## src/fetch_pkg.sv

```systemverilog
package fetch_pkg;

    // --------------------------------------
    // Sizes
    // --------------------------------------
    localparam int XLEN        = 32;           // PC and instruction width.
    localparam int FETCH_SLOTS = 4;            // Instructions per group.
    localparam int SLOT_BITS   = 2;            // Slot index width.
    localparam int IBUF_DEPTH  = 4;            // Groups held for decode.
    localparam int RAS_DEPTH   = 4;            // Return stack entries.

    localparam logic [XLEN-1:0] BOOT_PC = 32'h0000_0100;

    // RV32I major opcodes seen by the quick decoder.
    localparam logic [6:0] OPC_BRANCH = 7'b1100011;
    localparam logic [6:0] OPC_JAL    = 7'b1101111;
    localparam logic [6:0] OPC_JALR   = 7'b1100111;

    // --------------------------------------
    // Plain vector types
    // --------------------------------------
    typedef logic [XLEN-1:0]        pc_t;
    typedef logic [XLEN-1:0]        inst_t;
    typedef logic [SLOT_BITS-1:0]   slot_idx_t;
    typedef logic [FETCH_SLOTS-1:0] slot_mask_t;

    typedef enum logic [2:0] {
        QD_NORMAL,
        QD_BRANCH,
        QD_JAL,
        QD_CALL,
        QD_JALR,
        QD_RET
    } qd_type_e;

    // --------------------------------------
    // Bundles
    // --------------------------------------
    typedef struct packed {
        pc_t                     base_pc;      // Group address, 16-byte aligned.
        inst_t [FETCH_SLOTS-1:0] insts;
        slot_mask_t              avail;        // Slots inside the window.
        pc_t                     pred_npc;
    } fetch_grp_t;

    typedef struct packed {
        logic en;
        pc_t  pc;
    } redirect_t;

    typedef struct packed {
        logic push;
        logic pop;
        pc_t  push_addr;                       // Return address of a call.
    } ras_op_t;

endpackage

```

## src/fetch_pc_gen.sv

```systemverilog
`timescale 1ns/1ns

module fetch_pc_gen import fetch_pkg::*; (
    input  logic      clk_i,
    input  logic      arst_n_i,
    input  logic      fetch_en_i,
    input  redirect_t redirect_i,
    input  logic      ibuf_afull_i,
    input  pc_t       pred_npc_i,
    input  logic      imem_ok_i,
    output logic      imem_req_o,
    output pc_t       imem_addr_o,
    output pc_t       cur_pc_o,
    output logic      resp_ok_o
);

    pc_t  cur_pc;
    pc_t  next_pc;
    logic req_pending;

    // A response only counts when it answers our request.
    assign resp_ok_o = req_pending & imem_ok_i & ~redirect_i.en;

    always_comb begin
        if (redirect_i.en) begin
            next_pc = redirect_i.pc;           // Restart wins.
        end else if (resp_ok_o) begin
            next_pc = pred_npc_i;
        end else begin
            next_pc = cur_pc;                  // Retry or hold.
        end
    end

    // One request may be in flight, the buffer leaves room for it.
    assign imem_req_o  = fetch_en_i & ~ibuf_afull_i;
    assign imem_addr_o = {next_pc[XLEN-1:SLOT_BITS+2], {(SLOT_BITS+2){1'b0}}};
    assign cur_pc_o    = cur_pc;

    always_ff @(posedge clk_i or negedge arst_n_i) begin
        if (!arst_n_i) begin
            cur_pc      <= BOOT_PC;
            req_pending <= 1'b0;
        end else begin
            cur_pc      <= next_pc;
            req_pending <= imem_req_o;
        end
    end

    // --------------------------------------
    // Checks
    // --------------------------------------
    a_req_aligned : assert property (
        @(posedge clk_i) disable iff (!arst_n_i)
        imem_req_o |-> (imem_addr_o[SLOT_BITS+1:0] == '0)
    );

endmodule

```

## src/predecode.sv

```systemverilog
`timescale 1ns/1ns

module predecode import fetch_pkg::*; (
    input  inst_t    inst_i,
    input  pc_t      pc_i,
    output qd_type_e qd_type_o,
    output pc_t      target_o
);

    logic [6:0] opcode;
    logic [4:0] rd;
    logic [4:0] rs1;
    logic       rd_link;
    logic       rs1_link;
    pc_t        j_imm;

    assign opcode = inst_i[6:0];
    assign rd     = inst_i[11:7];
    assign rs1    = inst_i[19:15];

    // x1 and x5 are the link registers.
    assign rd_link  = (rd == 5'd1) || (rd == 5'd5);
    assign rs1_link = (rs1 == 5'd1) || (rs1 == 5'd5);

    assign j_imm = {{(XLEN-20){inst_i[31]}}, inst_i[19:12], inst_i[20],
                    inst_i[30:21], 1'b0};

    always_comb begin
        case (opcode)
            OPC_BRANCH: begin
                qd_type_o = QD_BRANCH;
            end
            OPC_JAL: begin
                qd_type_o = rd_link ? QD_CALL : QD_JAL;
            end
            OPC_JALR: begin
                qd_type_o = (rd == 5'd0 && rs1_link) ? QD_RET : QD_JALR;
            end
            default: begin
                qd_type_o = QD_NORMAL;
            end
        endcase
    end

    assign target_o = pc_i + j_imm;            // Only meaningful for JAL.

endmodule

```

## src/group_select.sv

```systemverilog
`timescale 1ns/1ns

module group_select import fetch_pkg::*; (
    input  pc_t                        cur_pc_i,
    input  inst_t    [FETCH_SLOTS-1:0] insts_i,
    input  logic                       resp_ok_i,
    input  qd_type_e [FETCH_SLOTS-1:0] qd_types_i,
    input  pc_t      [FETCH_SLOTS-1:0] targets_i,
    input  pc_t                        ras_top_i,
    input  logic                       ras_empty_i,
    output fetch_grp_t                 grp_o,
    output ras_op_t                    ras_op_o
);

    pc_t [FETCH_SLOTS-1:0] slot_pc;
    pc_t                   base_pc;
    slot_idx_t             start_slot;
    slot_idx_t             last_slot;
    logic                  found;
    qd_type_e              last_type;
    pc_t                   seq_npc;
    slot_mask_t            avail;

    assign base_pc    = {cur_pc_i[XLEN-1:SLOT_BITS+2], {(SLOT_BITS+2){1'b0}}};
    assign start_slot = cur_pc_i[SLOT_BITS+1:2];

    for (genvar g = 0; g < FETCH_SLOTS; g++) begin : g_slot
        assign slot_pc[g] = {cur_pc_i[XLEN-1:SLOT_BITS+2], slot_idx_t'(g), 2'b00};
        assign avail[g]   = (g >= start_slot) && (g <= last_slot);
    end

    // --------------------------------------
    // Window end
    // --------------------------------------
    always_comb begin
        last_slot = slot_idx_t'(FETCH_SLOTS-1);
        found     = 1'b0;
        for (int i = 0; i < FETCH_SLOTS; i++) begin
            if (!found && i >= start_slot && qd_types_i[i] != QD_NORMAL) begin
                last_slot = slot_idx_t'(i);   // First control flow wins.
                found     = 1'b1;
            end
        end
    end

    assign last_type = qd_types_i[last_slot];
    assign seq_npc   = slot_pc[last_slot] + pc_t'(4);

    always_comb begin
        grp_o.base_pc = base_pc;
        grp_o.insts   = insts_i;
        grp_o.avail   = avail;
        case (last_type)
            QD_JAL, QD_CALL: grp_o.pred_npc = targets_i[last_slot];
            QD_RET:          grp_o.pred_npc = ras_empty_i ? seq_npc : ras_top_i;
            default:         grp_o.pred_npc = seq_npc;   // Branches not taken.
        endcase
    end

    // Stack only moves for groups that are kept.
    assign ras_op_o.push      = resp_ok_i & (last_type == QD_CALL);
    assign ras_op_o.pop       = resp_ok_i & (last_type == QD_RET);
    assign ras_op_o.push_addr = seq_npc;

endmodule

```

## src/ras.sv

```systemverilog
`timescale 1ns/1ns

module ras import fetch_pkg::*; (
    input  logic    clk_i,
    input  logic    arst_n_i,
    input  logic    clear_i,
    input  ras_op_t op_i,
    output pc_t     top_o,
    output logic    empty_o
);

    pc_t                          stack [RAS_DEPTH];
    logic [$clog2(RAS_DEPTH)-1:0] wr_ptr;      // Next free entry.
    logic [$clog2(RAS_DEPTH):0]   count;

    assign top_o   = stack[wr_ptr - 1'b1];
    assign empty_o = (count == '0);

    always_ff @(posedge clk_i) begin
        if (op_i.push) begin
            stack[wr_ptr] <= op_i.push_addr;   // Wraps over the oldest.
        end
    end

    always_ff @(posedge clk_i or negedge arst_n_i) begin
        if (!arst_n_i) begin
            wr_ptr <= '0;
            count  <= '0;
        end else if (clear_i) begin
            wr_ptr <= '0;
            count  <= '0;
        end else if (op_i.push) begin
            wr_ptr <= wr_ptr + 1'b1;
            if (count != RAS_DEPTH) begin
                count <= count + 1'b1;
            end
        end else if (op_i.pop && !empty_o) begin
            wr_ptr <= wr_ptr - 1'b1;
            count  <= count - 1'b1;
        end
    end

    a_no_push_pop : assert property (
        @(posedge clk_i) disable iff (!arst_n_i) !(op_i.push && op_i.pop)
    );

endmodule

```

## src/fetch_ibuf.sv

```systemverilog
`timescale 1ns/1ns

module fetch_ibuf import fetch_pkg::*; (
    input  logic       clk_i,
    input  logic       arst_n_i,
    input  logic       flush_i,
    input  logic       push_i,
    input  fetch_grp_t grp_i,
    output logic       afull_o,
    output logic       grp_vld_o,
    output fetch_grp_t grp_o,
    input  logic       grp_rdy_i
);

    fetch_grp_t                    mem [IBUF_DEPTH];
    logic [$clog2(IBUF_DEPTH)-1:0] wr_ptr;
    logic [$clog2(IBUF_DEPTH)-1:0] rd_ptr;
    logic [$clog2(IBUF_DEPTH):0]   count;
    logic                          pop;

    assign grp_vld_o = (count != '0) & ~flush_i;
    assign pop       = grp_vld_o & grp_rdy_i;
    assign grp_o     = mem[rd_ptr];

    // Keep one slot for the request already in flight.
    assign afull_o = (count >= IBUF_DEPTH - 1);

    always_ff @(posedge clk_i) begin
        if (push_i) begin
            mem[wr_ptr] <= grp_i;
        end
    end

    always_ff @(posedge clk_i or negedge arst_n_i) begin
        if (!arst_n_i) begin
            wr_ptr <= '0;
            rd_ptr <= '0;
            count  <= '0;
        end else if (flush_i) begin
            wr_ptr <= '0;
            rd_ptr <= '0;
            count  <= '0;
        end else begin
            if (push_i) begin
                wr_ptr <= wr_ptr + 1'b1;
            end
            if (pop) begin
                rd_ptr <= rd_ptr + 1'b1;
            end
            case ({push_i, pop})
                2'b10:   count <= count + 1'b1;
                2'b01:   count <= count - 1'b1;
                default: count <= count;
            endcase
        end
    end

    // --------------------------------------
    // Checks
    // --------------------------------------
    a_no_overflow : assert property (
        @(posedge clk_i) disable iff (!arst_n_i) push_i |-> count < IBUF_DEPTH
    );

    a_hold_stable : assert property (
        @(posedge clk_i) disable iff (!arst_n_i || flush_i)
        grp_vld_o && !grp_rdy_i |=> $stable(grp_o)
    );

endmodule

```

## src/fetch_top.sv

```systemverilog
`timescale 1ns/1ns

module fetch_top import fetch_pkg::*; (
    input  logic                    clk_i,
    input  logic                    arst_n_i,
    input  logic                    fetch_en_i,
    input  redirect_t               redirect_i,
    output logic                    imem_req_o,
    output pc_t                     imem_addr_o,
    input  logic                    imem_ok_i,
    input  inst_t [FETCH_SLOTS-1:0] imem_insts_i,
    output logic                    grp_vld_o,
    output fetch_grp_t              grp_o,
    input  logic                    grp_rdy_i
);

    logic                       fetch_en_q;
    redirect_t                  redirect_q;
    pc_t                        cur_pc;
    logic                       resp_ok;
    qd_type_e [FETCH_SLOTS-1:0] qd_types;
    pc_t      [FETCH_SLOTS-1:0] targets;
    fetch_grp_t                 resp_grp;
    ras_op_t                    ras_op;
    pc_t                        ras_top;
    logic                       ras_empty;
    logic                       ibuf_afull;

    always_ff @(posedge clk_i or negedge arst_n_i) begin
        if (!arst_n_i) begin
            fetch_en_q <= 1'b0;
            redirect_q <= '0;
        end else begin
            fetch_en_q <= fetch_en_i;
            redirect_q <= redirect_i;
        end
    end

    fetch_pc_gen u_pc_gen (
        .clk_i        (clk_i),
        .arst_n_i     (arst_n_i),
        .fetch_en_i   (fetch_en_q),
        .redirect_i   (redirect_q),
        .ibuf_afull_i (ibuf_afull),
        .pred_npc_i   (resp_grp.pred_npc),
        .imem_ok_i    (imem_ok_i),
        .imem_req_o   (imem_req_o),
        .imem_addr_o  (imem_addr_o),
        .cur_pc_o     (cur_pc),
        .resp_ok_o    (resp_ok)
    );

    for (genvar g = 0; g < FETCH_SLOTS; g++) begin : g_qd
        predecode u_predecode (
            .inst_i    (imem_insts_i[g]),
            .pc_i      ({cur_pc[XLEN-1:SLOT_BITS+2], slot_idx_t'(g), 2'b00}),
            .qd_type_o (qd_types[g]),
            .target_o  (targets[g])
        );
    end

    group_select u_group_select (
        .cur_pc_i    (cur_pc),
        .insts_i     (imem_insts_i),
        .resp_ok_i   (resp_ok),
        .qd_types_i  (qd_types),
        .targets_i   (targets),
        .ras_top_i   (ras_top),
        .ras_empty_i (ras_empty),
        .grp_o       (resp_grp),
        .ras_op_o    (ras_op)
    );

    ras u_ras (
        .clk_i    (clk_i),
        .arst_n_i (arst_n_i),
        .clear_i  (redirect_q.en),             // New stream, no return history.
        .op_i     (ras_op),
        .top_o    (ras_top),
        .empty_o  (ras_empty)
    );

    fetch_ibuf u_ibuf (
        .clk_i     (clk_i),
        .arst_n_i  (arst_n_i),
        .flush_i   (redirect_q.en),
        .push_i    (resp_ok),
        .grp_i     (resp_grp),
        .afull_o   (ibuf_afull),
        .grp_vld_o (grp_vld_o),
        .grp_o     (grp_o),
        .grp_rdy_i (grp_rdy_i)
    );

endmodule

```

## config.mk

```make
export PLATFORM = sky130hd
export DESIGN_NAME = fetch_top
export DESIGN_NICKNAME = d
export VERILOG_FILES = /design/src/fetch_pkg.sv /design/src/fetch_pc_gen.sv /design/src/predecode.sv /design/src/group_select.sv /design/src/ras.sv /design/src/fetch_ibuf.sv /design/src/fetch_top.sv
export SDC_FILE = /design/constraint.sdc
export NUM_CORES = 1
export LEC_CHECK = 0
export ABC_CLOCK_PERIOD_IN_PS = 18300
export BUFFER_PORTS_ARGS = -buffer_cell sky130_fd_sc_hd__buf_2
export CORE_ASPECT_RATIO = 1.25
export CORE_MARGIN = 8
export CORE_UTILIZATION = 45
export CTS_CLUSTER_DIAMETER = 80
export CTS_CLUSTER_SIZE = 25
export DETAILED_ROUTE_END_ITERATION = 7
export GPL_ROUTABILITY_DRIVEN = 0
export PLACE_DENSITY = 0.68
export SLEW_MARGIN = 25
export SYNTH_ARGS = -nofsm -noshare
export SYNTH_HDL_FRONTEND = slang
export SYNTH_HIERARCHICAL = 1
export SYNTH_SLANG_ARGS = --single-unit
```

## constraint.sdc

```tcl
create_clock -name clk_i -period 18.3 [get_ports clk_i]
set_input_delay 1.83 -clock clk_i [delete_from_list [all_inputs] [get_ports clk_i]]
set_output_delay 1.83 -clock clk_i [all_outputs]
set_load 0.02 [all_outputs]
```

==> results of run 1 <==
metal layers:
metal,up-vias,GRT usage (%)
li1,12300,-
met4,0,9.43
met3,227,2.86
met2,1109,35.5
met5,-,0
met1,14300,26.8
metrics by stage:
| step | area (µm²) | cells | worst slack (ps) |
|---|---|---|---|
| after global placement | 49700 | 4640 | 9060 |
| after detailed placement | 49700 | 4640 | 9000 |
| after CTS | 51200 | 4714 | 8960 |
| after global routing | 51200 | 4719 | 8610 |
| final | 51200 | 4724 | 8900 |
| after floorplan | 47800 | 3122 | 10320 |
path summary, 6_finish.rpt:
check	from	end	slack (ps)	cells after the start
min	redirect_q[30]	u_pc_gen/cur_pc_o[30]	500	2
max	imem_insts_i[38]	imem_addr_o[22]	8900	17
max in group asynchronous	arst_n_i	u_ibuf/rd_ptr[0]	16180	2
min reg2reg	redirect_q[30]	u_pc_gen/cur_pc_o[30]	500	2
max reg2reg	u_pc_gen/cur_pc_o[2]	u_pc_gen/cur_pc_o[22]	13020	12
min in group asynchronous	arst_n_i	u_pc_gen/cur_pc_o[2]	1110	1
layout make-up:
| cell class | instances | share of cell area, % |
|---|---|---|
| clock inverter | 13 | 0.437 |
| antenna | 10 | 0.0489 |
| timing repair buffer | 441 | 4.59 |
| sequential | 987 | 57.2 |
| multi-input combinational | 1718 | 31.3 |
| tap | 1417 | 3.46 |
| clock buffer | 61 | 2.48 |
| inverter | 77 | 0.564 |
critical path, stage by stage:
cell and delay, ps:
sky130_fd_sc_hd__buf_2 130, sky130_fd_sc_hd__nor2b_1 150, sky130_fd_sc_hd__nand4_1 220, sky130_fd_sc_hd__nor3b_1 680, sky130_fd_sc_hd__nor3_2 310, sky130_fd_sc_hd__or2_2 380, sky130_fd_sc_hd__a21oi_1 210, sky130_fd_sc_hd__ha_1 550
sky130_fd_sc_hd__inv_1 150, sky130_fd_sc_hd__nor4_2 770, sky130_fd_sc_hd__nand2_1 150, sky130_fd_sc_hd__xnor2_1 430, sky130_fd_sc_hd__nor2_1 70, sky130_fd_sc_hd__o311ai_1 800, sky130_fd_sc_hd__nand4b_1 330, sky130_fd_sc_hd__o311ai_2 170
sky130_fd_sc_hd__buf_2 230
flip-flops by register name, indices dropped and copies added (netlist names):
name / cells
redirect_q: 31
u_ibuf/mem: 784
u_ibuf/wr_ptr: 2
u_pc_gen/cur_pc_o: 30
u_ibuf/count: 3
u_ras/wr_ptr: 2
u_ibuf/rd_ptr: 2
u_ras/stack: 128
fetch_en_q: 1
u_ras/count: 3
u_pc_gen/req_pending: 1
power breakdown:
part           internal (mW)  switching [mW]
logic                  0.557           0.890
registers               2.54          0.0638
clock network          0.528           0.710
total                   3.62            1.66
==> results.yml, run 1 <==
status:
  run_status: "completed"
die:
  die-area_um2: 117000
  y_dimension_of_the_die_um: 380
  i_o_pin_count: 396
  core.rowCount: 133
  core-area_um2: 105000
  die_w_um: 307
  start_util_pct: 45.4
logic_synthesis:
  synth_warnings: 6
  avgSynthCellArea_um2: 15.4
  synth_area_um2: 47700
  postSynthCellCount: 3096
finish:
  nets: 3575
  drive_above_1_share_pct: 26.1
  multiInputGateArea_um2: 16000
  area_growth_pct: 7.27
  ff_latch_area_um2: 29300
  final.fill_count: 9047
  layout.cells.most_common: "sky130_fd_sc_hd__edfxtp_1"
  final_core_utilization_pct: 48.7
  layout_common_cells: "sky130_fd_sc_hd__edfxtp_1, sky130_fd_sc_hd__buf_2, sky130_fd_sc_hd__mux4_2"
clock_network:
  cts_made_buffers: 49
  htree_num_levels: 2
  post_cts.resized_instances: 0
  clk_latency_ps: 660
  cts_clk_pin_slew_worst_paths_ps: 90
  cts_tree: "done"
  clock-root-buffer: "sky130_fd_sc_hd__clkbuf_16"
  clock_sink_count: 987
  cts_hold_repair.buffers: 0
  cts_max_path_buffers: 3
  cts.repair_timing.setup_buffer_count: 0
sta:
  skew_ps: 51.2
  finalHoldViolCount: 0
  grt_setup_unrepaired: "no"
  final_min_period_ps: 9400
  tns_ps: 0
  slew-limit-headroom_pct: 24.2
  timing.final.crit_share_pct: 51.4
  tightest_slew_ps: 1140
  hold_slack_ps: 503
  clock.fmax_mhz: 106
  finalMaxSlewViolations: 0
  setup_viol_count_final: 0
min_path:
  hold_path_class: "reg2reg"
routing:
  drt_iter0_drc: 2633
  detail_route.first_pass.iterations: 5
  ant_nets: 0
  wirelength_met1_mm: 49.1
  routed.top_layer: "met4"
  met2_wire_length_mm: 63.5
  drt-vias-per-instance: 5.91
  met3WireLength_mm: 8.12
  wire_per_inst_um: 26.9
  drt_wl_total_mm: 127
  drc_errors: 0
  num_vias: 27900
global_routing:
  maximum_number_of_pins_on_one_net_before_global_route_repair: 89
  total_congestion_overflow_after_global_routing: 0
  wire_length_of_the_first_global_routing_pass_mm: 185
  globalRouteTotalUtil_pct: 21.0
  antenna_violations_before_repair: 14
  vias_in_the_first_global_route: 27600
setup_path:
  crit_path_start_kind: "input port"
  worst_path_required_time_ps: 16470
  kind_of_capture_point_of_the_worst_setup_path: "output port"
  critPathMaxFanout: 14
  crit_arrival_ps: 7570
  critical_path_class: "in2out"
power_and_ir_drop:
  ir_worst_vdd_uv: 81.9
  finalPower_mw: 5.29
  power.density_nw_per_um2: 103
  static-leakage-power_nw: 17.4
run:
  cap_viol_max_count: 0
placement:
  dp.final_hpwl_mm: 87.0
  port-buffer-count: 389
Note: power is estimated with default switching activity, not from simulation.
==> run 2, diff against run 1 <==
--- a/config.mk
+++ b/config.mk
@@ -5,7 +5,7 @@
 export SDC_FILE = /design/constraint.sdc
 export NUM_CORES = 1
 export LEC_CHECK = 0
-export ABC_CLOCK_PERIOD_IN_PS = 18300
+export ABC_CLOCK_PERIOD_IN_PS = 8700
 export BUFFER_PORTS_ARGS = -buffer_cell sky130_fd_sc_hd__buf_2
 export CORE_ASPECT_RATIO = 1.25
 export CORE_MARGIN = 8
==> constraint.sdc (replaced) <==
create_clock -name clk_i -period 8.7 [get_ports clk_i]
set_input_delay 0.87 -clock clk_i [delete_from_list [all_inputs] [get_ports clk_i]]
set_output_delay 0.87 -clock clk_i [all_outputs]
set_load 0.02 [all_outputs]
==> run 2 against run 1 <==
  * Sequential cell count unchanged
  * Count of clock-buffer cells in the layout is 1 higher
  * Cell count barely moved
  * Largest cell class unchanged
  * Power grew 110%
  * Non-clock buffer count decreased by 1
  * Wire length is 0.95% higher
  * Worst setup slack lost 7500 ps
  * Sequential power increased by 110%
  * First-iteration DRC count down 3.0%
==> results.yml, run 2 (synthesis gave the netlist of run 1 again) <==
finish:
  drive_above_1_share_pct: 26.3
  layout.cells.most_common: "sky130_fd_sc_hd__edfxtp_1"
  area_growth_pct: 7.84
  final_core_utilization_pct: 49.0
  largest_register_ffs: 784
  regMostFlops: "u_ibuf/mem"
  nets: 3577
  largestRegisters: "u_ibuf/mem x784, u_ras/stack x128, redirect_q x31"
  layout_common_cells: "sky130_fd_sc_hd__edfxtp_1, sky130_fd_sc_hd__buf_2, sky130_fd_sc_hd__mux4_2"
placement:
  post-place-ws_ps: 1620
  port-buffer-count: 389
  dp.final_hpwl_mm: 87.2
setup_path:
  crit_arrival_ps: 6440
  rr_startpoint: "u_pc_gen/cur_pc_o[2]"
  critical_path.startpoint: "imem_insts_i[38]"
  cp_common_cell: "sky130_fd_sc_hd__buf_2"
  crit_path_cell_trace: "buf_2 -> nor2b_1 -> nand4_1 -> nor3b_1 -> nor3_2 -> buf_4 -> or2_2 -> a21oi_1 -> ha_1 -> inv_1 -> nor4_2 -> nand2_1 -> xnor2_1 -> nor2_1 -> o311ai_1 -> nand4b_1 -> o311ai_2 -> buf_2"
  timing.reg2reg.setup_slack_ps: 3560
  timing.critical_path.to: "imem_addr_o[22]"
  worst_path_max_delay_cell: "sky130_fd_sc_hd__nor4_2"
  regToRegEndpoint: "u_pc_gen/cur_pc_o[28]"
  critical_path_class: "in2out"
  kind_of_capture_point_of_the_worst_setup_path: "output port"
  cp_slowest_stage_delay_ps: 800
  crit_path_start_kind: "input port"
  critPathMaxFanout: 14
  worst_path_required_time_ps: 7830
  ff2ff_path_depth: 13
sta:
  finalMaxSlewViolations: 0
  clock.fmax_mhz: 137
  setup_viol_count_final: 0
  tightest_slew_ps: 1100
  finalHoldViolCount: 0
  hold_slack_ps: 107
  grt_setup_unrepaired: "no"
  timing.final.crit_share_pct: 84.0
  final_min_period_ps: 7310
  timing.final.ws_setup_ps: 1390
  tns_ps: 0
  slew-limit-headroom_pct: 26.9
  skew_ps: 68.1
power_and_ir_drop:
  power.internal_mw: 7.73
  switchingPower_mw: 3.60
  combPwrFrac_pct: 27.1
  static-leakage-power_nw: 17.5
  power.density_nw_per_um2: 220
  ir_worst_vdd_uv: 172
  seq_power_share_pct: 48.2
  power_frac_clock_pct: 24.7
  p_sw_share_pct: 31.8
die:
  start_util_pct: 45.4
  core-area_um2: 105000
  die-area_um2: 117000
  y_dimension_of_the_die_um: 380
  core.rowCount: 133
  die_w_um: 307
  i_o_pin_count: 396
clock_network:
  cts_made_buffers: 52
  post_cts.resized_instances: 0
  htree_num_levels: 2
  cts_clk_pin_slew_worst_paths_ps: 90
  cts_hold_repair.buffers: 0
  clock-root-buffer: "sky130_fd_sc_hd__clkbuf_16"
  cts.repair_timing.setup_buffer_count: 0
  clock_sink_count: 987
  cts_max_path_buffers: 3
  cts_tree: "done"
  clk_latency_ps: 690
routing:
  drt_wl_total_mm: 128
  drt_iter0_drc: 2553
  ant_nets: 0
  drt-vias-per-instance: 5.92
  num_vias: 28000
  drc_errors: 0
  wire_per_inst_um: 27.2
  detail_route.first_pass.iterations: 5
run:
  cap_viol_max_count: 0
global_routing:
  vias_in_the_first_global_route: 28100
  wire_length_of_the_first_global_routing_pass_mm: 186
  antenna_violations_before_repair: 15
  globalRouteTotalUtil_pct: 21.2
  total_congestion_overflow_after_global_routing: 0
  maximum_number_of_pins_on_one_net_before_global_route_repair: 127
status:
  run_status: "completed"
min_path:
  hold_path_class: "in2async"
## run 2: cell count changes in the layout (fill, tap and decap cells not counted), moves of 2 or more
| cell | before | now |
|---|---|---|
| sky130_fd_sc_hd__buf_4 | 52 | 44 |
| sky130_fd_sc_hd__buf_12 | 1 | 8 |
| sky130_fd_sc_hd__diode_2 | 10 | 5 |
| sky130_fd_sc_hd__clkbuf_16 | 49 | 52 |
| sky130_fd_sc_hd__inv_12 | 1 | 4 |
| sky130_fd_sc_hd__clkbuf_1 | 12 | 10 |
| sky130_fd_sc_hd__clkinv_16 | 2 | 4 |
| sky130_fd_sc_hd__clkinvlp_4 | 0 | 2 |
| sky130_fd_sc_hd__inv_8 | 2 | 0 |
## run 2: critical path, delay by kind of cell
family	cells	cell delay, ps
fa+ha+maj	1	510
simple gates	9	2870
xor+xnor	1	440
buf+inv	4	730
compound gates	3	1000
## run 2: routing by layer
layer  part of all wire [%]  vias up  global-route usage (%)
li1                       -    12300                       -
met1                     38    14300                    26.8
met2                     50     1111                    36.2
met3                    6.6      234                    3.05
met4                    5.0        2                    9.48
met5                  0.010        -                       0
## run 2: how the worst min path moves through the flow
stage | end | cells after the start
4_1_cts | u_pc_gen/cur_pc_o[25] | 1
3_5_place_dp | u_pc_gen/cur_pc_o[2] | 2
6_report | u_pc_gen/cur_pc_o[25] | 1
2_1_floorplan | u_pc_gen/cur_pc_o[3] | 2
3_3_place_gp | u_pc_gen/cur_pc_o[2] | 2
5_1_grt | u_pc_gen/cur_pc_o[24] | 1
## run 2: layout make-up
class	count	area, µm²
multi-input cells	1718	16000
fillers	8948	53700
flip-flops and latches	987	29300
well taps	1417	1770
repair buffers	440	2430
inverters	77	289
clock buffers	62	1340
clock inverters	19	353
diodes	5	12.5
## run 2: power by group through the flow
| stage | sequential [mW] | clock (mW) | combinational [mW] |
|---|---|---|---|
| final | 5.46 | 2.80 | 3.08 |
| after global routing | 5.48 | 3.02 | 3.28 |
| after CTS | 5.46 | 2.88 | 3.09 |
| after detailed placement | 5.57 | 0 | 3.08 |
| after global placement | 5.57 | 0 | 3.07 |
| after floorplan | 5.51 | 0 | 2.24 |
## run 2: stage by stage
step	power [mW]	std cells	instance area [µm²]
floorplan	7.75	3122	47800
global placement	8.64	4639	49800
detailed placement	8.65	4639	49800
CTS	11.4	4720	51500
global route	11.8	4723	51500
finish	11.3	4725	51500
